File: config.mk
export PLATFORM = sky130hd
export DESIGN_NAME = executePipe
export DESIGN_NICKNAME = d
export VERILOG_FILES = /design/src/hdl/isaPkg.sv /design/src/hdl/aluPkg.sv /design/src/hdl/instrDecode.sv /design/src/hdl/operandSelect.sv /design/src/hdl/shiftUnit.sv /design/src/hdl/aluExecute.sv /design/src/hdl/executePipe.sv
export SDC_FILE = /design/constraint.sdc
export NUM_CORES = 1
export LEC_CHECK = 0
export BUFFER_PORTS_ARGS = -buffer_cell sky130_fd_sc_hd__buf_2
export CAP_MARGIN = 20
export CORE_MARGIN = 4
export CORE_UTILIZATION = 30
export DETAILED_ROUTE_END_ITERATION = 6
export HOLD_SLACK_MARGIN = 0.03
export SYNTH_ARGS = -nofsm -noshare
export SYNTH_HDL_FRONTEND = slang
export SYNTH_SLANG_ARGS = --single-unit
File: constraint.sdc
create_clock -name clk -period 3.27 [get_ports clk]
set_input_delay 0.4905 -clock clk [delete_from_list [all_inputs] [get_ports clk]]
set_output_delay 0.4905 -clock clk [all_outputs]
set_load 0.02 [all_outputs]
File: src/hdl/isaPkg.sv
package isaPkg;

    // instruction word layout
    localparam int instrW  = 16;
    localparam int opHi    = 15;
    localparam int opLo    = 11;
    localparam int functHi = 1;
    localparam int imm5Hi  = 4;
    localparam int imm8Hi  = 7;

    typedef logic [instrW-1:0] instr_t;
    typedef logic [opHi-opLo:0] opcode_t;
    typedef logic [functHi:0] funct_t;

    // immediate arithmetic and logic
    localparam opcode_t opAddi  = 5'b01000;
    localparam opcode_t opSubi  = 5'b01001;
    localparam opcode_t opXori  = 5'b01010;
    localparam opcode_t opAndni = 5'b01011;

    // immediate shifts take their kind from the low two bits
    localparam opcode_t opRoli = 5'b10100;
    localparam opcode_t opSlli = 5'b10101;
    localparam opcode_t opRori = 5'b10110;
    localparam opcode_t opSrli = 5'b10111;

    // memory ops only need the address sum here
    localparam opcode_t opSt  = 5'b10000;
    localparam opcode_t opLd  = 5'b10001;
    localparam opcode_t opStu = 5'b10011;

    localparam opcode_t opSlbi    = 5'b10010;
    localparam opcode_t opLbi     = 5'b11000;
    localparam opcode_t opBtr     = 5'b11001;
    localparam opcode_t opShiftR  = 5'b11010;
    localparam opcode_t opArithR  = 5'b11011;

    localparam opcode_t opSeq = 5'b11100;
    localparam opcode_t opSlt = 5'b11101;
    localparam opcode_t opSle = 5'b11110;
    localparam opcode_t opSco = 5'b11111;

    // R-format arithmetic group
    localparam funct_t fnAdd  = 2'b00;
    localparam funct_t fnSub  = 2'b01;
    localparam funct_t fnXor  = 2'b10;
    localparam funct_t fnAndn = 2'b11;

endpackage

File: src/hdl/aluPkg.sv
package aluPkg;

    localparam int wordW     = 16;
    localparam int imm8W     = 8;
    localparam int shamtW    = 4;
    localparam int pipeDepth = 3;

    typedef logic [wordW-1:0] word_t;
    typedef logic [imm8W-1:0] imm8_t;
    typedef logic [shamtW-1:0] shamt_t;

    // where the stage 3 result comes from
    typedef enum logic [2:0] {
        srcAdd,
        srcXor,
        srcAndn,
        srcShift,
        srcFlag,
        srcLbi,
        srcSlbi,
        srcZero
    } resSrc_t;

    typedef logic [1:0] shiftOp_t;
    localparam shiftOp_t shRol = 2'b00;
    localparam shiftOp_t shSll = 2'b01;
    localparam shiftOp_t shRor = 2'b10;
    localparam shiftOp_t shSrl = 2'b11;

    typedef logic [1:0] flagOp_t;
    localparam flagOp_t flEq    = 2'b00;
    localparam flagOp_t flLt    = 2'b01;
    localparam flagOp_t flLe    = 2'b10;
    localparam flagOp_t flCarry = 2'b11;

endpackage

File: src/hdl/instrDecode.sv
`timescale 1ns/10ps

module instrDecode (
    input  logic              clk,
    input  logic              rstN,
    input  logic              inValid,
    input  isaPkg::instr_t    instr,
    input  aluPkg::word_t     rsData,
    input  aluPkg::word_t     rtData,
    output logic              d1Valid,
    output aluPkg::resSrc_t   d1Src,
    output logic              d1InvS,
    output logic              d1InvT,
    output logic              d1UseImm5,
    output logic              d1SignImm,
    output logic              d1UseImm8,
    output aluPkg::shiftOp_t  d1ShiftOp,
    output aluPkg::flagOp_t   d1FlagOp,
    output logic              d1IsBtr,
    output aluPkg::imm8_t     d1Imm,
    output aluPkg::word_t     d1Rs,
    output aluPkg::word_t     d1Rt
);
    import isaPkg::*;
    import aluPkg::*;

    opcode_t  opcode;
    funct_t   funct;
    resSrc_t  src;
    logic     invS;
    logic     invT;
    logic     useImm5;
    logic     signImm;
    logic     useImm8;
    logic     isBtr;
    shiftOp_t shiftOp;
    flagOp_t  flagOp;

    assign opcode = instr[opHi:opLo];
    assign funct  = instr[functHi:0];

    always_comb begin
        src     = srcZero;
        invS    = 1'b0;
        invT    = 1'b0;
        useImm5 = 1'b0;
        signImm = 1'b0;
        useImm8 = 1'b0;
        isBtr   = 1'b0;
        // immediate shifts and compares encode their kind in the low opcode bits
        shiftOp = opcode[1:0];
        flagOp  = opcode[1:0];
        case (opcode)
            opAddi, opSt, opLd, opStu: begin
                src     = srcAdd;
                useImm5 = 1'b1;
                signImm = 1'b1;
            end
            opSubi: begin
                src     = srcAdd;
                invS    = 1'b1;
                useImm5 = 1'b1;
                signImm = 1'b1;
            end
            opXori: begin
                src     = srcXor;
                useImm5 = 1'b1;
            end
            opAndni: begin
                src     = srcAndn;
                useImm5 = 1'b1;
            end
            opRoli, opSlli, opRori, opSrli: begin
                src     = srcShift;
                useImm5 = 1'b1;
            end
            opShiftR: begin
                src     = srcShift;
                shiftOp = funct;
            end
            opBtr: begin
                src   = srcShift;
                isBtr = 1'b1;
            end
            opArithR: begin
                case (funct)
                    fnAdd:   src = srcAdd;
                    fnSub: begin
                        src  = srcAdd;
                        invS = 1'b1;
                    end
                    fnXor:   src = srcXor;
                    fnAndn:  src = srcAndn;
                    default: src = srcZero;
                endcase
            end
            opSeq, opSlt, opSle: begin
                src  = srcFlag;
                invT = 1'b1;
            end
            // carry-out of the plain sum without inversion
            opSco: src = srcFlag;
            opLbi: begin
                src     = srcLbi;
                useImm8 = 1'b1;
            end
            opSlbi:  src = srcSlbi;
            default: src = srcZero;
        endcase
    end

    always_ff @(posedge clk) begin
        if (!rstN) begin
            d1Valid <= 1'b0;
        end else begin
            d1Valid <= inValid;
        end
    end

    always_ff @(posedge clk) begin
        if (inValid) begin
            d1Src     <= src;
            d1InvS    <= invS;
            d1InvT    <= invT;
            d1UseImm5 <= useImm5;
            d1SignImm <= signImm;
            d1UseImm8 <= useImm8;
            d1ShiftOp <= shiftOp;
            d1FlagOp  <= flagOp;
            d1IsBtr   <= isBtr;
            d1Imm     <= instr[imm8Hi:0];
            d1Rs      <= rsData;
            d1Rt      <= rtData;
        end
    end

endmodule

File: src/hdl/operandSelect.sv
`timescale 1ns/10ps

module operandSelect (
    input  logic              clk,
    input  logic              rstN,
    input  logic              d1Valid,
    input  aluPkg::resSrc_t   d1Src,
    input  logic              d1InvS,
    input  logic              d1InvT,
    input  logic              d1UseImm5,
    input  logic              d1SignImm,
    input  logic              d1UseImm8,
    input  aluPkg::shiftOp_t  d1ShiftOp,
    input  aluPkg::flagOp_t   d1FlagOp,
    input  logic              d1IsBtr,
    input  aluPkg::imm8_t     d1Imm,
    input  aluPkg::word_t     d1Rs,
    input  aluPkg::word_t     d1Rt,
    output logic              o2Valid,
    output aluPkg::word_t     o2A,
    output aluPkg::word_t     o2B,
    output logic              o2Cin,
    output aluPkg::word_t     o2Rs,
    output aluPkg::imm8_t     o2Imm,
    output aluPkg::resSrc_t   o2Src,
    output aluPkg::shiftOp_t  o2ShiftOp,
    output aluPkg::flagOp_t   o2FlagOp,
    output logic              o2IsBtr
);
    import isaPkg::*;
    import aluPkg::*;

    logic [imm5Hi:0] imm5;
    word_t           imm5Ext;
    word_t           imm8Ext;
    word_t           aNext;
    word_t           bNext;

    assign imm5    = d1Imm[imm5Hi:0];
    assign imm5Ext = d1SignImm ? {{(wordW-imm5Hi-1){imm5[imm5Hi]}}, imm5}
                               : {{(wordW-imm5Hi-1){1'b0}}, imm5};
    // lbi value is formed here and passed through as b
    assign imm8Ext = {{(wordW-imm8Hi-1){d1Imm[imm8Hi]}}, d1Imm};

    assign aNext = d1InvS ? ~d1Rs : d1Rs;
    assign bNext = d1UseImm5 ? imm5Ext :
                   d1UseImm8 ? imm8Ext :
                   d1InvT    ? ~d1Rt   : d1Rt;

    always_ff @(posedge clk) begin
        if (!rstN) begin
            o2Valid <= 1'b0;
        end else begin
            o2Valid <= d1Valid;
        end
    end

    always_ff @(posedge clk) begin
        if (d1Valid) begin
            o2A       <= aNext;
            o2B       <= bNext;
            // +1 completes the two's complement of the inverted side
            o2Cin     <= d1InvS | d1InvT;
            o2Rs      <= d1Rs;
            o2Imm     <= d1Imm;
            o2Src     <= d1Src;
            o2ShiftOp <= d1ShiftOp;
            o2FlagOp  <= d1FlagOp;
            o2IsBtr   <= d1IsBtr;
        end
    end

endmodule

File: src/hdl/shiftUnit.sv
`timescale 1ns/10ps

module shiftUnit (
    input  aluPkg::word_t    value,
    input  aluPkg::shamt_t   shamt,
    input  aluPkg::shiftOp_t shiftOp,
    input  logic             isBtr,
    output aluPkg::word_t    shifted
);
    import aluPkg::*;

    function automatic word_t reverseBits(input word_t v);
        word_t r;
        for (int i = 0; i < wordW; i++) begin
            r[i] = v[wordW-1-i];
        end
        return r;
    endfunction

    logic  doRotate;
    logic  doReverse;
    word_t preFlip;
    word_t barrel;

    always_comb begin
        case (shiftOp)
            shRol: begin
                doRotate  = 1'b1;
                doReverse = 1'b0;
            end
            shSll: begin
                doRotate  = 1'b0;
                doReverse = 1'b0;
            end
            shRor: begin
                doRotate  = 1'b1;
                doReverse = 1'b1;
            end
            shSrl: begin
                doRotate  = 1'b0;
                doReverse = 1'b1;
            end
            default: begin
                doRotate  = 1'b0;
                doReverse = 1'b0;
            end
        endcase
    end

    // right ops run through the left barrel on the mirrored word
    assign preFlip = doReverse ? reverseBits(value) : value;

    // one level per shamt bit, each moving by a power of two
    always_comb begin
        barrel = preFlip;
        for (int i = 0; i < shamtW; i++) begin
            if (shamt[i]) begin
                if (doRotate) begin
                    barrel = (barrel << (1 << i)) | (barrel >> (wordW - (1 << i)));
                end else begin
                    barrel = barrel << (1 << i);
                end
            end
        end
    end

    // btr bypasses the barrel entirely
    assign shifted = isBtr     ? reverseBits(value) :
                     doReverse ? reverseBits(barrel) : barrel;

endmodule

File: src/hdl/aluExecute.sv
`timescale 1ns/10ps

module aluExecute (
    input  logic              clk,
    input  logic              rstN,
    input  logic              o2Valid,
    input  aluPkg::word_t     o2A,
    input  aluPkg::word_t     o2B,
    input  logic              o2Cin,
    input  aluPkg::word_t     o2Rs,
    input  aluPkg::imm8_t     o2Imm,
    input  aluPkg::resSrc_t   o2Src,
    input  aluPkg::shiftOp_t  o2ShiftOp,
    input  aluPkg::flagOp_t   o2FlagOp,
    input  logic              o2IsBtr,
    output logic              outValid,
    output aluPkg::word_t     result
);
    import aluPkg::*;

    logic [wordW:0] sum;
    word_t          sumW;
    logic           carryOut;
    logic           zero;
    logic           neg;
    logic           flagBit;
    word_t          flagRes;
    word_t          slbiRes;
    word_t          shiftRes;
    word_t          nextResult;

    assign sum      = {1'b0, o2A} + {1'b0, o2B} + {{wordW{1'b0}}, o2Cin};
    assign sumW     = sum[wordW-1:0];
    assign carryOut = sum[wordW];

    // compares look at rs - rt
    assign zero = ~|sumW;
    assign neg  = sumW[wordW-1];

    always_comb begin
        case (o2FlagOp)
            flEq:    flagBit = zero;
            flLt:    flagBit = neg;
            flLe:    flagBit = neg | zero;
            flCarry: flagBit = carryOut;
            default: flagBit = 1'b0;
        endcase
    end

    assign flagRes = {{(wordW-1){1'b0}}, flagBit};
    assign slbiRes = {o2Rs[imm8W-1:0], o2Imm};

    shiftUnit shift0 (
        .value   (o2Rs),
        .shamt   (o2B[shamtW-1:0]),
        .shiftOp (o2ShiftOp),
        .isBtr   (o2IsBtr),
        .shifted (shiftRes)
    );

    always_comb begin
        case (o2Src)
            srcAdd:   nextResult = sumW;
            srcXor:   nextResult = o2A ^ o2B;
            srcAndn:  nextResult = o2A & ~o2B;
            srcShift: nextResult = shiftRes;
            srcFlag:  nextResult = flagRes;
            // b already holds the sign-extended imm8
            srcLbi:   nextResult = o2B;
            srcSlbi:  nextResult = slbiRes;
            default:  nextResult = '0;
        endcase
    end

    always_ff @(posedge clk) begin
        if (!rstN) begin
            outValid <= 1'b0;
        end else begin
            outValid <= o2Valid;
        end
    end

    always_ff @(posedge clk) begin
        if (o2Valid) begin
            result <= nextResult;
        end
    end

endmodule

File: src/hdl/executePipe.sv
`timescale 1ns/10ps

module executePipe (
    input  logic           clk,
    input  logic           rstN,
    input  logic           inValid,
    input  isaPkg::instr_t instr,
    input  aluPkg::word_t  rsData,
    input  aluPkg::word_t  rtData,
    output logic           outValid,
    output aluPkg::word_t  result
);
    import aluPkg::*;

    // stage 1 to stage 2
    logic     d1Valid;
    resSrc_t  d1Src;
    logic     d1InvS;
    logic     d1InvT;
    logic     d1UseImm5;
    logic     d1SignImm;
    logic     d1UseImm8;
    shiftOp_t d1ShiftOp;
    flagOp_t  d1FlagOp;
    logic     d1IsBtr;
    imm8_t    d1Imm;
    word_t    d1Rs;
    word_t    d1Rt;

    // stage 2 to stage 3
    logic     o2Valid;
    word_t    o2A;
    word_t    o2B;
    logic     o2Cin;
    word_t    o2Rs;
    imm8_t    o2Imm;
    resSrc_t  o2Src;
    shiftOp_t o2ShiftOp;
    flagOp_t  o2FlagOp;
    logic     o2IsBtr;

    instrDecode decode0 (
        .clk       (clk),
        .rstN      (rstN),
        .inValid   (inValid),
        .instr     (instr),
        .rsData    (rsData),
        .rtData    (rtData),
        .d1Valid   (d1Valid),
        .d1Src     (d1Src),
        .d1InvS    (d1InvS),
        .d1InvT    (d1InvT),
        .d1UseImm5 (d1UseImm5),
        .d1SignImm (d1SignImm),
        .d1UseImm8 (d1UseImm8),
        .d1ShiftOp (d1ShiftOp),
        .d1FlagOp  (d1FlagOp),
        .d1IsBtr   (d1IsBtr),
        .d1Imm     (d1Imm),
        .d1Rs      (d1Rs),
        .d1Rt      (d1Rt)
    );

    operandSelect operand0 (
        .clk       (clk),
        .rstN      (rstN),
        .d1Valid   (d1Valid),
        .d1Src     (d1Src),
        .d1InvS    (d1InvS),
        .d1InvT    (d1InvT),
        .d1UseImm5 (d1UseImm5),
        .d1SignImm (d1SignImm),
        .d1UseImm8 (d1UseImm8),
        .d1ShiftOp (d1ShiftOp),
        .d1FlagOp  (d1FlagOp),
        .d1IsBtr   (d1IsBtr),
        .d1Imm     (d1Imm),
        .d1Rs      (d1Rs),
        .d1Rt      (d1Rt),
        .o2Valid   (o2Valid),
        .o2A       (o2A),
        .o2B       (o2B),
        .o2Cin     (o2Cin),
        .o2Rs      (o2Rs),
        .o2Imm     (o2Imm),
        .o2Src     (o2Src),
        .o2ShiftOp (o2ShiftOp),
        .o2FlagOp  (o2FlagOp),
        .o2IsBtr   (o2IsBtr)
    );

    aluExecute execute0 (
        .clk       (clk),
        .rstN      (rstN),
        .o2Valid   (o2Valid),
        .o2A       (o2A),
        .o2B       (o2B),
        .o2Cin     (o2Cin),
        .o2Rs      (o2Rs),
        .o2Imm     (o2Imm),
        .o2Src     (o2Src),
        .o2ShiftOp (o2ShiftOp),
        .o2FlagOp  (o2FlagOp),
        .o2IsBtr   (o2IsBtr),
        .outValid  (outValid),
        .result    (result)
    );

endmodule

==> impl_results.md <==
- CP Max Fanout: 3
- CP max stage delay: 0.44 ns
- Worst r2r path cells: 12
- Global-route wire length before repair: 31830 um
- Area of the multi-input gates: 0.003745 mm2
- FILL cells: 2661
- H-tree levels: 4
- Setup TNS: 0 ns
- Syn Nets: 785
- Hold path depth: 1
- Req. time, crit path: 3.54 ns
- Clock transition at path regs: 0.06 ns
- Clock Path Buffers: 2
- Yosys top cell by area: edfxtp_1
- Crit path launch: operand0.o2B[0]$_DFFE_PP_
- Final hold violation count: 0
- Primary FF master, synth: edfxtp_1
- Met1 GRT Util: 19.05%
- Sequential fraction of the synthesis area: 49.99%
- N_diodes: 0
- Arrival time at the worst endpoint: 3.30 ns
- PortBufs: 64
- Final setup violation count: 0
- Status: complete, no violations
- DRC: 0
- Startpoint Class: flop
- Reg area: 0.004085 mm2
- DR vias/cell: 5.173
- Largest family of logic cells by synthesized area: compound AO/OA/AOI/OAI gates
- Slowest CP cell: fa_1
- Syn_area_per_cell: 11.65 um2
- I/O pin count: 68
- Largest net degree at the start of global routing: 41
- CTS buffer count: 17
- Cell Rows: 60
- Slew Viols, Final: 0
- PwrDens: 568.7 mW/mm2
- Peak supply drop: 372.8 uV
- Worst hold path type: in -> reg
- Cell Int Power: 3869 uW
- Yosys top cell area share: 49.26%
- R2R Setup Slk: 0.24 ns
- Worst path cell trace: inv_1 > fa_1 > fa_1 > nor2_2 > o21ai_1 > a31oi_2 > a211oi_2 > xnor2_1 > nor4_2 > nand3_1 > o31a_1 > o21ai_1
- Initial Util: 30.40%
- Cells after DPL: 1081
- Compound-Gate Fraction of Synth Area: 13.82%
- Reg power frac: 41.7%
- Worst r2r dst: execute0.result[0]$_DFFE_PP_
- Critical path endpoint category: flop
- Die Wd: 173.0 um
- Post-Synth XOR/XNOR Area: 5.345%
- Fin crit share: 92.63%
- Ys async rst share: 0%
- Largest delay share family, worst path: adder cells
- Layer with the highest usage: met2
- Netlist cell types: 65
- Initial antenna violation count: 0
- Final Non-Filler Cells: 1114
- Synthesis Warnings: 0
- Via count: 5763
- Fmax: 330.1 MHz
- Worst-Margin Slew: 0.9714 ns
- Global Route Usage Sum: 13.66%
- GRT met2 Usage: 21.07%
- Die height: 173.0 um
- Synth Area in Adders: 5.238%
- Skew-Pair Late Insertion Delay: 0.42 ns
- Setup Skew: 0.01066 ns
- Combinational share of power: 20.6%
- Core area: 0.02688 mm2
- Simple-gate share of the synthesized area: 8.883%
- Worst Hold Path EP: decode0.d1Rs[10]$_DFFE_PP_
- Antenna-violating nets left: 0
- Routed len/inst: 18.28 um
- FF-to-FF Start: operand0.o2B[0]$_DFFE_PP_
- Leak Pwr: 0.003581 uW
- Met3 Resource Use GR: 3.367%
- Max cap viols: 0
- Router iterations before antenna repair: 5
- Period minus WS final: 3.029 ns
- Cell Area, Synth: 0.008169 mm2
- Flops & latches, synth: 137
- DRT iter0 DRCs: 512
- CP bufs+invs: 1
- Clock power frac: 37.7%
- Unrepaired setup endpoints after global routing: no
- Mux share of post-synthesis cell area: 12.38%
- Area Overhead vs Synth: 16.27%
- CTS Root Cell: clkbuf_16
- CTS sink cnt: 137
- Global route overflow: 0
- Critical path class: reg -> reg
- # hold bufs at CTS: 0
- NumNets Final: 844
- Number of synthesized flops with an enable pin: 134
- Sw Share: 28.36%
- Fraction of layout cells with a size suffix above 1: 22.25%
- Reported net switching power: 1532 uW
- GPL Wtd Cong: 0.9131
- CTS tree: yes
- Number of global-route vias before repair: 5508
- Mapped Cells: 701
- Hold wc startpoint: rsData[10]
- Die ar.: 0.02993 mm2
- DP HPWL: 15370 um
- Leading cell types by total area after synthesis: edfxtp_1, mux4_2, ha_1, xnor2_1, nor2_1
- Total wire length: 20360 um
- Max-slew headroom: 35.24%
placed cells by master, fill, tap and decap left out, types with 4 or more instances in the layout:
cell type,synthesis,routed
mux2_2,17,17
o21ai_1,10,10
a221oi_1,4,4
o22ai_1,4,4
ha_1,31,31
bufinv_16,0,4
nor2_1,61,60
buf_4,1,22
a22oi_1,6,6
clkbuf_16,0,17
nand2_1,56,56
buf_2,7,64
a31oi_1,6,5
o221ai_1,9,9
o211ai_1,6,6
nor3_1,14,14
a21oi_1,39,39
inv_1,34,34
xor2_1,20,20
mux4_2,24,24
xnor2_1,28,28
nand3_1,5,5
a222oi_1,11,11
mux2i_1,20,20
edfxtp_1,134,134
o21ai_0,42,42
nor2b_1,5,5
nand2b_1,8,8
cell usage after synthesis (17+ instances only):
| cell type | number |
|---|---|
| xor2_1 | 20 |
| inv_1 | 34 |
| clkbuf_1 | 30 |
| o21ai_0 | 42 |
| xnor2_1 | 28 |
| mux2i_1 | 20 |
| nor2_1 | 61 |
| mux2_2 | 17 |
| a21oi_1 | 39 |
| edfxtp_1 | 134 |
| nand2_1 | 56 |
| mux4_2 | 24 |
| ha_1 | 31 |
timing repair:
action	CTS	global route
buffers inserted	0	1
endpoints found under the setup margin	0	1
resized for setup	0	3
layout make-up:
type	count	area share, %
timing repair buffer	86	5.111
clock buffer	18	4.519
clock inverter	14	2.055
sequential	137	43.01
tap	341	4.492
inverter	35	1.383
multi-input combinational	483	39.43
kinds of logic (layout without fill, tap and decap cells):
logic type,after synthesis,count (layout)
adder cells (fa/ha/maj),33,33
buffers and inverters,81,153
AO/OA/AOI/OAI,169,169
multiplexers,66,66
XOR/XNOR,49,49
AND/OR/NAND/NOR,166,166
flip-flops,137,137
stage by stage:
stage	power [uW]	utilization, %	worst slack, ns	hold slack, ns	area, um2
3_5_place_dp	3370	32.93	0.1774	0.4054	8851
6_report	5401	35.34	0.2411	0.2404	9498
3_3_place_gp	3362	32.93	0.1468	0.4058	8851
5_1_grt	5665	35.34	0.05240	0.2166	9498
2_1_floorplan	3043	-	0.1542	0.4003	8169
4_1_cts	5424	35.26	0.1461	0.2204	9475
power groups by stage:
stage | Combinational [uW] | Clock (uW) | Sequential [uW]
after global routing | 1230 | 2170 | 2270
after CTS | 1090 | 2080 | 2250
after floorplan | 823 | 0 | 2220
after global placement | 1080 | 0 | 2280
after detailed placement | 1080 | 0 | 2290
final | 1110 | 2040 | 2250
routing by layer:
layer  up-vias  wire, um
li1       2759         -
met5         -         0
met2       255      9138
met1      2716      9144
met4         0       445
met3        33      1632
sequential cells by signal, summed over array words and instances, names as in the netlist, 3 cells and up:
| register | flops |
|---|---|
| execute0.result | 16 |
| operand0.o2Src | 3 |
| operand0.o2Imm | 8 |
| operand0.o2B | 16 |
| operand0.o2Rs | 16 |
| decode0.d1Rs | 16 |
| operand0.o2A | 16 |
| decode0.d1Src | 3 |
| decode0.d1Imm | 8 |
| decode0.d1Rt | 16 |
worst max path at each step:
stage | to | slack (ns) | cells after the start
finish | execute0.result[0]$_DFFE_PP_ | 0.24 | 12
global route | execute0.result[0]$_DFFE_PP_ | 0.05 | 12
CTS | execute0.result[0]$_DFFE_PP_ | 0.15 | 12
detailed placement | execute0.result[0]$_DFFE_PP_ | 0.18 | 12
global placement | execute0.result[0]$_DFFE_PP_ | 0.15 | 12
floorplan | execute0.result[0]$_DFFE_PP_ | 0.15 | 14
Note: power is estimated with default switching activity, not from simulation.
